[src/source/pipe_settings.svh]
//************************************************
// Widths, reset PC and stall bit positions of the RV64I slice
// Stall bits are indices into the five-bit stall vector
//************************************************
`ifndef PIPE_SETTINGS_SVH
`define PIPE_SETTINGS_SVH

`define PIPE_XLEN      64
`define PIPE_INST_W    32
`define PIPE_REG_AW    5
`define PIPE_RESET_PC  64'h0

`define PIPE_STALL_PC    0  // Hold the PC
`define PIPE_STALL_IFID  1  // Hold IF/ID
`define PIPE_STALL_IDEX  2  // Stop ID/EX
`define PIPE_STALL_EXWB  3  // Hold EX/WB
`define PIPE_STALL_ALL   4  // Global hold

`endif

[src/source/pipe_pkg.sv]
//************************************************
// Shared types of the pipeline slice
// Enum encodings are internal and never leave the core
//************************************************
`include "pipe_settings.svh"

package pipe_pkg;

    typedef logic [`PIPE_XLEN-1:0]    xlen_t;
    typedef logic [`PIPE_XLEN-1:0]    pc_t;
    typedef logic [`PIPE_INST_W-1:0]  inst_t;
    typedef logic [`PIPE_REG_AW-1:0]  reg_addr_t;
    typedef logic [`PIPE_STALL_ALL:0] stall_t;  // One bit per stage plus the global hold

    typedef enum logic [2:0] {
        NONE,
        ALU_IMM,
        ALU_REG,
        UPPER
    } inst_type_e;

    typedef enum logic [2:0] {
        ADD,
        SUB,
        AND,
        OR,
        XOR,
        SLL
    } alu_op_e;

    typedef enum logic [1:0] {
        IDLE,
        BUS,
        DONE
    } fetch_state_e;

endpackage

[src/source/fetch_wb.sv]
//************************************************
// Wishbone classic instruction fetch, one read outstanding
// Memory must answer every stb with ack; no err or retry
// A fetched word waits in a one-entry buffer until IF/ID takes it
//************************************************
`include "pipe_settings.svh"

module fetch_wb (
    input  logic             clk,
    input  logic             arst_n,
    input  pipe_pkg::stall_t stall_ctrl,
    input  logic             wb_ack,
    input  pipe_pkg::inst_t  wb_dat_i,
    output logic             wb_cyc,
    output logic             wb_stb,
    output pipe_pkg::pc_t    wb_adr,
    output pipe_pkg::inst_t  ifid_inst,
    output pipe_pkg::pc_t    ifid_pc,
    output logic             ifid_valid
);

    pipe_pkg::fetch_state_e state;
    pipe_pkg::pc_t          pc;
    pipe_pkg::inst_t        fetch_buf;
    logic                   ifid_hold;
    logic                   word_move;

    assign ifid_hold = stall_ctrl[`PIPE_STALL_PC] | stall_ctrl[`PIPE_STALL_IFID];
    assign word_move = (state == pipe_pkg::DONE) && !ifid_hold;

    // Bus strobes follow the state, so they drop the cycle after ack
    assign wb_cyc = (state == pipe_pkg::BUS);
    assign wb_stb = (state == pipe_pkg::BUS);
    assign wb_adr = pc;

    always_ff @(posedge clk or negedge arst_n) begin
        if (!arst_n) begin
            state     <= pipe_pkg::IDLE;
            pc        <= `PIPE_RESET_PC;
            fetch_buf <= '0;
        end else begin
            case (state)
                pipe_pkg::IDLE: begin
                    if (!stall_ctrl[`PIPE_STALL_ALL]) begin
                        state <= pipe_pkg::BUS;
                    end
                end
                pipe_pkg::BUS: begin
                    if (wb_ack) begin  // Captured even while hold is high
                        fetch_buf <= wb_dat_i;
                        state     <= pipe_pkg::DONE;
                    end
                end
                pipe_pkg::DONE: begin
                    if (word_move) begin
                        pc    <= pc + pipe_pkg::pc_t'(4);
                        state <= pipe_pkg::BUS;
                    end
                end
                default: state <= pipe_pkg::IDLE;
            endcase
        end
    end

    //************************************************
    // IF/ID register
    //************************************************
    always_ff @(posedge clk or negedge arst_n) begin
        if (!arst_n) begin
            ifid_valid <= 1'b0;
            ifid_inst  <= '0;
            ifid_pc    <= '0;
        end else if (!ifid_hold) begin
            ifid_valid <= word_move;  // Invalid when no word is ready
            if (word_move) begin
                ifid_inst <= fetch_buf;
                ifid_pc   <= pc;
            end
        end
    end

    // A pending request keeps its address and strobe until ack
    a_req_stable: assert property (@(posedge clk) disable iff (!arst_n)
        wb_stb && !wb_ack |=> wb_stb && $stable(wb_adr));

endmodule

[config.mk]
export PLATFORM = sky130hd
export DESIGN_NAME = fetch_wb
export DESIGN_NICKNAME = d
export VERILOG_FILES = /design/src/source/pipe_pkg.sv /design/src/source/fetch_wb.sv
export VERILOG_INCLUDE_DIRS = /design/src /design/src/source
export SDC_FILE = /design/constraint.sdc
export NUM_CORES = 1
export LEC_CHECK = 0
export BUFFER_PORTS_ARGS = -buffer_cell sky130_fd_sc_hd__buf_2
export CAP_MARGIN = 20
export CORE_MARGIN = 8
export CORE_UTILIZATION = 53
export DETAILED_ROUTE_END_ITERATION = 10
export HOLD_SLACK_MARGIN = 0.15
export PLACE_DENSITY = 0.82
export SYNTH_ARGS = -nofsm -noshare
export SYNTH_HDL_FRONTEND = slang
export SYNTH_SLANG_ARGS = --single-unit
[constraint.sdc]
create_clock -name clk -period 2.5 [get_ports clk]
set_input_delay 0.125 -clock clk [delete_from_list [all_inputs] [get_ports clk]]
set_output_delay 0.125 -clock clk [all_outputs]
set_load 0.02 [all_outputs]
==> results.md, run 1 <==
- CP endpoint kind: register
- Total clock sinks: 191
- Placed instance count: 1128
- Clk_skew: 0.0100 ns
- FF-to-FF End: wb_adr[33]
- PortBufs: 196
- Worst Setup EP: wb_adr[33]
- Nets: 1042
- Synth cell types: 32
- Synth warn: 0
- Die Span X: 137 um
- N_diodes: 0
- Area of the multi-input gates: 2820 um^2
- Cts bufs inserted: 17
- Max incr delay on CP: 0.65 ns
- DRC viols: 0
- Drt pass-1 iters: 5
- Avg Vias per Cell: 5.23
- Worst min-delay path class: in2async
- Final period utilization: 93.3%
- Routed len/inst: 17.5 um
- Overall routing resource usage: 23.0%
- Layout Cells excl Fill: 1198
- Routed wire length: 20900 um
- Crit path time final: 2.33 ns
- Clk buf depth: 2
- PD cells: 881 nW/um^2
- Filler cells: 1014
- Most frequent cell after synthesis: nand2_1
- Synth top cells by count: nand2_1, dfrtp_1, xor2_1
- CP max stage cell: or4b_4
- Die H: 137 um
- Vias: 6269
- Row cnt: 44
- Reg clk slew, reported paths: 0.07 ns
- Maximum number of pins on one net before global-route repair: 72
- Required @ worst endpoint: 2.85 ns
- Seq. cell area: 4780 um^2
- Worst slew margin: 49.8%
- P_leak: 0.00560 uW
- Sequential area share after synthesis: 61.9%
- R2r setup slk: 0.17 ns
- Cell area after synthesis: 7720 um^2
- CP arrival: 2.68 ns
- TritonCTS clock tree: built
- Reg2Reg Depth: 5
- DIE AREA: 18700 um^2
- Leading area contributor after synthesis: dfrtp_1
- Max FO, Critical Path: 9
- Maxcap violations: 0
- ANT nets after route: 0
- Slew of the pin with the lowest slew margin: 0.754 ns
- Final setup fails: 0
- Synth Flop Type: dfrtp_1
- CP cell instances: or4b_4 -> nor4_4 -> nand2_2 -> nor4_1 -> xor2_1
- Total I/O pin count: 203
- Setup tns final: 0 ns
- CP Class: reg2reg
- Final Hold Viols: 0
- Worst Setup SP: state[0]
- First-pass GRT wire length: 33800 um
- GP Congestion: 0.824
- Synth top area share: 61.9%
- Fraction of registers with async set/reset: 100%
- Initial antenna violation count: 0
- Max-slew violation count: 0
- Root Buffer: clkbuf_16
- H-tree depth: 4
- Clk_lat worst skew: 0.42 ns
- Status: finished clean
- EDFF count, synth: 0
- Layout cells sized above 1: 28.6%
- FF+latch count, synth: 191
- DR iter-0 viols: 380
- Synth Instances: 755
- Initial Util: 53.8%
- Dpl hpwl: 13900 um
- CORE AREA: 14400 um^2
- Top post-synthesis cells by area: dfrtp_1, nand2_1, mux2_2, xor2_1, xnor2_1
- Max VDD drop: 812 uV
- Vias in the first global route: 6408
- Avg Cell Area, Syn: 10.2 um^2
- CP startpoint kind: register
- Area growth from synthesis to layout: 29.5%
- Post-CTS setup buffers: 0
- Reg-to-Reg Start: state[0]
- Gr ovfl total: 0
- F_max: 429 MHz
cell type report:
cell class / instances / area share [%]
Clock buffer: 20 / 4.66
Clock inverter: 12 / 1.34
Inverter: 4 / 0.150
Multi-Input combinational cell: 531 / 28.2
Sequential cell: 191 / 47.8
Tap cell: 184 / 2.30
Timing Repair Buffer: 256 / 15.6
worst min path at each step:
stage / from / end / slack [ns] / cells after the start
after floorplan: arst_n / fetch_buf[0] / -0.17 / 0
after global placement: arst_n / ifid_pc[21] / 0.16 / 1
after detailed placement: arst_n / ifid_pc[20] / 0.16 / 1
after CTS: arst_n / ifid_pc[21] / 0.26 / 2
after global routing: arst_n / ifid_pc[21] / 0.31 / 2
final: arst_n / ifid_pc[20] / 0.25 / 2
layer usage:
| layer | global-route usage, % | vias up | part of all wire, % |
|---|---|---|---|
| li1 | - | 2935 | - |
| met3 | 7.67 | 45 | 8.7 |
| met5 | 0 | - | 0 |
| met4 | 9.88 | 0 | 2.5 |
| met2 | 36.2 | 229 | 49 |
| met1 | 28.4 | 3060 | 40 |
cells in the final DEF, fill, tap and decap left out, types with 2 or more instances in the layout:
cell,netlist,layout
and3_1,11,11
nor2_1,25,25
nand4_1,18,18
bufinv_16,0,2
nor4_1,9,9
xor2_1,34,34
dlygate4sd3_1,0,38
buf_12,0,2
clkbuf_8,0,4
dfrtp_1,191,191
clkinv_4,0,3
o21ai_0,6,6
and4_1,4,3
nand3_1,23,23
inv_6,0,2
inv_1,4,4
buf_2,1,195
xnor2_1,27,27
conb_1,1,4
nand2_1,306,306
mux2_2,33,33
buf_4,5,20
nor3_1,16,16
clkbuf_16,0,17
clkinvlp_4,0,2
clkinv_2,0,3
or4_1,3,3
per-stage QoR:
stage | area, um^2 | hold WS, ns | setup slack [ns] | utilization, % | total power, uW
CTS | 10000 | 0.264 | 0.112 | 69.6 | 8800
floorplan | 7730 | -0.171 | 0.173 | - | 5250
detailed placement | 9010 | 0.155 | 0.114 | 62.7 | 6000
global placement | 9010 | 0.158 | 0.171 | 62.7 | 5900
global route | 10000 | 0.306 | -0.0322 | 69.6 | 9230
finish | 10000 | 0.254 | 0.167 | 69.6 | 8810
worst max-delay path, delay by kind of cell (launching register included):
family,cells,cell delay [ns]
xor gates and xnor gates,1,0.18
DFF,1,0.44
and+or+nand+nor,4,1.64
state kept, by name, summed over array words and instances, names as in the netlist:
| signal | count |
|---|---|
| ifid_pc | 62 |
| state | 2 |
| ifid_valid | 1 |
| fetch_buf | 32 |
| ifid_inst | 32 |
| wb_adr | 62 |
what timing repair did:
item,4_1_cts,5_1_grt
setup endpoints to repair,0,8
hold buffers,38,0
hold endpoints to repair,100,0
resized for setup,0,2
cells by family after synthesis:
logic type / share of synthesized area (%)
AOI/OAI and AO/OA: 0.389
adders and majority gates: 0.162
muxes: 4.81
and+or+nand+nor: 23.8
other: 0.0486
DFF: 61.9
buffers and inverters: 2.01
xor gates and xnor gates: 6.92
report_power, final:
| group | switching (uW) | leakage, uW | total, uW | internal [uW] |
|---|---|---|---|---|
| clock network | 1170 | 0.000293 | 2730 | 1560 |
| logic | 1200 | 0.00277 | 1980 | 783 |
| registers | 407 | 0.00253 | 4100 | 3700 |
| total | 2780 | 0.00560 | 8810 | 6040 |
No activity file was read; power rests on OpenSTA's default activity.
==> inputs of run 2 (changes only) <==
--- a/config.mk
+++ b/config.mk
@@ -12,7 +12,7 @@
 export CORE_UTILIZATION = 53
 export DETAILED_ROUTE_END_ITERATION = 10
 export HOLD_SLACK_MARGIN = 0.15
-export PLACE_DENSITY = 0.82
+export PLACE_DENSITY = 0.8
 export SYNTH_ARGS = -nofsm -noshare
 export SYNTH_HDL_FRONTEND = slang
 export SYNTH_SLANG_ARGS = --single-unit
==> run 2 against run 1 <==
Effect of this change: utilization about the same; cell count about the same; clock power increased by 4%; via count decreased by 2.1%; critical path depth increased by 2; total power increased by 0.59%; combinational power about the same; fmax increased by 0.92%; cell area about the same; setup slack improved by 0.021 ns; flip-flop and latch count unchanged; largest power group unchanged.
==> results.md, run 2 (synthesis results as in run 1) <==
- Final setup fails: 0
- Post-CTS setup buffers: 0
- H-tree depth: 4
- CP startpoint kind: primary input
- CP arrival: 2.67 ns
- Initial antenna violation count: 0
- Hold Slack: 0.257 ns
- Worst min-delay path class: in2async
- Seq. cell area: 4780 um^2
- P_leak: 0.00559 uW
- Final Hold Viols: 0
- Vias: 6138
- Status: finished clean
- DRC viols: 0
- Power Total: 8870 uW
- Slew of the pin with the lowest slew margin: 0.766 ns
- CP endpoint kind: register
- DR iter-0 viols: 332
- Commonest non-fill, non-tap cells in the layout: nand2_1, buf_2, dfrtp_1, dlygate4sd3_1, xor2_1
- Gr ovfl total: 0
- Net Sw Frac: 31.3%
- Maximum number of pins on one net before global-route repair: 72
- N_diodes: 0
- Row cnt: 44
- Root Buffer: clkbuf_16
- Clk_lat worst skew: 0.43 ns
- CP Class: in2reg
- Die Span X: 137 um
- Combinational power share: 22.0%
- Clk buf depth: 2
- DIE AREA: 18700 um^2
- Total I/O pin count: 203
- Sequential power share: 46.1%
- Overall routing resource usage: 22.5%
- Worst slew margin: 48.9%
- Placed cell area: 9010 um^2
- Most common cell after layout, fill and taps aside: nand2_1
- Maxcap violations: 0
- CP max stage cell: or4b_4
- Critical path buffer and inverter count: 2
- Nets: 1041
- Max-slew violation count: 0
- F_max: 433 MHz
- Cts bufs inserted: 17
- Max FO, Critical Path: 14
- ANT nets after route: 0
- Max VDD drop: 764 uV
- Clk_skew: 0.00928 ns
- Initial Util: 53.8%
- Drt pass-1 iters: 5
- Area growth from synthesis to layout: 29.6%
- Reg clk slew, reported paths: 0.07 ns
- CORE AREA: 14400 um^2
- Clock power share: 32.0%
- Setup tns final: 0 ns
- Max incr delay on CP: 0.64 ns
- Area of the multi-input gates: 2810 um^2
- Design area: 10000 um^2
- Crit path time final: 2.31 ns
- Avg Vias per Cell: 5.13
- Die H: 137 um
- Final period utilization: 92.5%
- Internal power: 6090 uW
- Top delay family on crit path: simple AND/OR/NAND/NOR gates
- CP cell instances: dlygate4sd3_1 -> buf_2 -> or4b_4 -> nor4_4 -> nand4_2 -> nor3_1 -> xor2_1
- Total clock sinks: 191
- PortBufs: 196
- Routed wire length: 20200 um
- P_sw: 2780 uW
- Required @ worst endpoint: 2.85 ns
- Routed len/inst: 16.8 um
- PD cells: 886 nW/um^2
- RSZ-0062 raised after global routing: no
- Layout cells sized above 1: 28.5%
- GP Congestion: 0.819
- Vias in the first global route: 6326
- TritonCTS clock tree: built
- Dpl hpwl: 13800 um
- Filler cells: 1058
- First-pass GRT wire length: 32900 um
==> run 2: changes by cell type in the layout (fill, tap and decap cells not counted), sizes merged <==
cell / change
bufinv: +1
clkbuf: -2
buf: -1
inv: +3
clkinv: -3
clkinvlp: +1
==> run 2: per-stage QoR <==
stage	setup slack [ns]	util, %	std cells
global route	0.0278	69.6	1197
CTS	0.140	69.6	1197
floorplan	0.173	-	758
finish	0.189	69.6	1197
global placement	0.222	62.7	1127
detailed placement	0.149	62.7	1127
==> run 2: power groups by stage <==
| stage | clock, uW | combinational (uW) | sequential (uW) |
|---|---|---|---|
| final | 2840 | 1950 | 4080 |
| after global routing | 3010 | 2130 | 4160 |
| after CTS | 2880 | 1950 | 4060 |
| after detailed placement | 0 | 1900 | 4100 |
| after global placement | 0 | 1820 | 4070 |
| after floorplan | 0 | 821 | 4430 |
==> run 2: routing by layer <==
layer / up-vias / track usage, % / routed length (um)
met5: - / 0 / 0
met1: 2983 / 27.7 / 8290
met2: 201 / 36.8 / 9900
met3: 22 / 7.31 / 1640
met4: 0 / 6.89 / 320
li1: 2932 / - / -
==> run 2: cell type report <==
type | instances | area share, %
sequential | 191 | 47.8
multi-input combinational | 531 | 28.1
timing repair buffer | 255 | 15.5
clock buffer | 18 | 4.39
tap | 184 | 2.30
clock inverter | 14 | 1.79
inverter | 4 | 0.150
==> run 2: final timing paths <==
path                                from            to  slack, ns  cells past startpoint
max in group asynchronous         arst_n    wb_adr[60]       1.51                      3
max reg2reg                     state[0]    wb_adr[59]       0.19                      5
min                               arst_n   ifid_pc[18]       0.26                      2
min reg2reg                 fetch_buf[6]  ifid_inst[6]       0.46                      2
max                        stall_ctrl[1]    wb_adr[59]       0.19                      7
min in group clk                  wb_ack      state[1]       0.31                      4
==> run 2: worst register-to-register path, delay by kind of cell, from the launching register on <==
| kind | cells | cell delay (ns) |
|---|---|---|
| simple gates | 4 | 1.71 |
| flops | 1 | 0.37 |
| xor+xnor | 1 | 0.16 |
==> run 2: what timing repair did <==
item,in CTS,in global routing
setup endpoints to repair,0,4
hold buffers,38,0
resized for setup,0,1
endpoints found under the hold margin,97,0
==> inputs of run 3 (changes only) <==
--- a/config.mk
+++ b/config.mk
@@ -10,8 +10,10 @@
 export CAP_MARGIN = 20
 export CORE_MARGIN = 8
 export CORE_UTILIZATION = 53
+export CTS_BUF_LIST = sky130_fd_sc_hd__clkbuf_16
 export DETAILED_ROUTE_END_ITERATION = 10
 export HOLD_SLACK_MARGIN = 0.15
+export MAX_ROUTING_LAYER = met4
 export PLACE_DENSITY = 0.8
 export SYNTH_ARGS = -nofsm -noshare
 export SYNTH_HDL_FRONTEND = slang
==> run 3 against run 2 <==
Effect of this change: clock power decreased by 1%; cell area decreased by 0.10%; worst hold slack got worse by 0.0050 ns; via count increased by 0.24%; utilization decreased by 0.070 points; largest cell class unchanged; cell count unchanged; critical endpoint unchanged; combinational power about the same.
==> results.md, run 3 (synthesis results as in run 1) <==
- Design area: 10000 um^2
- Routed wire length: 20100 um
- Maximum number of pins on one net before global-route repair: 72
- H-tree depth: 4
- FF-to-FF End: wb_adr[59]
- Clk_skew: 0.00833 ns
- Vias: 6153
- GP Congestion: 0.831
- Met2 Wirelength: 9940 um
- CP endpoint kind: register
- Drt pass-1 iters: 5
- Slew of the pin with the lowest slew margin: 0.772 ns
- Clk_lat worst skew: 0.43 ns
- Avg Vias per Cell: 5.14
- First-pass GRT wire length: 32900 um
- Routed len/inst: 16.8 um
- PortBufs: 196
- CP startpoint kind: primary input
- Setup tns final: 0 ns
- Final setup fails: 0
- Worst min-delay path class: in2async
- TritonCTS clock tree: built
- Dpl hpwl: 13800 um
- Initial antenna violation count: 0
- Nets: 1041
- M1 wire length: 8490 um
- Layout Utilization: 69.6%
- Gr ovfl total: 0
- Commonest non-fill, non-tap cells in the layout: nand2_1, buf_2, dfrtp_1, dlygate4sd3_1, xor2_1
- Final Hold Viols: 0
- Top sig layer: met4
- Maxcap violations: 0
- Most common cell after layout, fill and taps aside: nand2_1
- RSZ-0062 raised after global routing: no
- Routed wl met3: 1370 um
- Crit path time final: 2.32 ns
- Reg clk slew, reported paths: 0.07 ns
- ANT nets after route: 0
- CORE AREA: 14400 um^2
- Required @ worst endpoint: 2.85 ns
- Total I/O pin count: 203
- Worst Setup EP: wb_adr[59]
- DIE AREA: 18700 um^2
- Die H: 137 um
- Reg-to-Reg Start: state[0]
- Cts bufs inserted: 17
- Die Span X: 137 um
- Filler cells: 1059
- Clk buf depth: 2
- Final period utilization: 92.8%
- Worst Setup SP: stall_ctrl[1]
- R2r setup slk: 0.18 ns
- N_diodes: 0
- CP arrival: 2.67 ns
- Area growth from synthesis to layout: 29.4%
- Total clock sinks: 191
- Worst slew margin: 48.5%
- F_max: 431 MHz
- Reg2Reg Depth: 5
- CP Class: in2reg
- Initial Util: 53.8%
- Vias in the first global route: 6345
- Area of the multi-input gates: 2810 um^2
- Seq. cell area: 4780 um^2
- DRC viols: 0
- Max VDD drop: 764 uV
- PD cells: 884 nW/um^2
- Placed cell area: 9010 um^2
- Layout cells sized above 1: 28.4%
- Root Buffer: clkbuf_16
- Max-slew violation count: 0
- P_leak: 0.00559 uW
- Row cnt: 44
- DR iter-0 viols: 320
- Overall routing resource usage: 23.1%
- Max FO, Critical Path: 14
- Status: finished clean
-- run 3: report_power, final --
part	switching [uW]	total (uW)	internal, uW
Clock	1220	2800	1590
Combinational	1180	1950	774
Sequential	386	4080	3690
Total	2780	8830	6060
-- run 3: layer usage --
metal	global-route usage, %	vias up
met1	28.6	2993
met3	5.95	30
li1	-	2927
met2	36.8	203
met4	6.89	0
met5	-	-
-- run 3: through the flow --
step / setup slack (ns) / std cells / hold WS [ns] / power (uW)
after floorplan: 0.173 / 758 / -0.171 / 5250
after global placement: 0.222 / 1127 / 0.149 / 5890
after detailed placement: 0.149 / 1127 / 0.156 / 6000
after CTS: 0.140 / 1197 / 0.265 / 8860
after global routing: 0.0277 / 1197 / 0.292 / 9260
final: 0.180 / 1197 / 0.252 / 8830
-- run 3: worst min path at each step --
stage,startpoint,to,slack [ns],cells after the start
final,arst_n,ifid_pc[21],0.25,2
after CTS,arst_n,ifid_pc[21],0.26,2
after global routing,arst_n,ifid_pc[21],0.29,2
after detailed placement,arst_n,ifid_pc[21],0.16,1
after global placement,arst_n,ifid_pc[21],0.15,1
after floorplan,arst_n,fetch_buf[0],-0.17,0
-- run 3: critical path, cell delays in order --
cell           delay, ns
dlygate4sd3_1       0.54
buf_2               0.16
or4b_4              0.65
nor4_4              0.39
nand4_2             0.33
nor3_1              0.32
xor2_1              0.16
-- run 3: area by class of cell --
type	instances	share of cell area, %
well taps	184	2.30
flip-flops and latches	191	47.8
clock inverters	15	1.83
clock buffers	17	4.26
repair buffers	255	15.5
multi-input cells	531	28.1
inverters	4	0.150
-- run 3: repair_timing --
action                                 4_1_cts  5_1_grt
hold buffers                                38        0
setup endpoints to repair                    0        4
resized for setup                            0        1
endpoints found under the hold margin       97        0
buffers inserted                             0        0
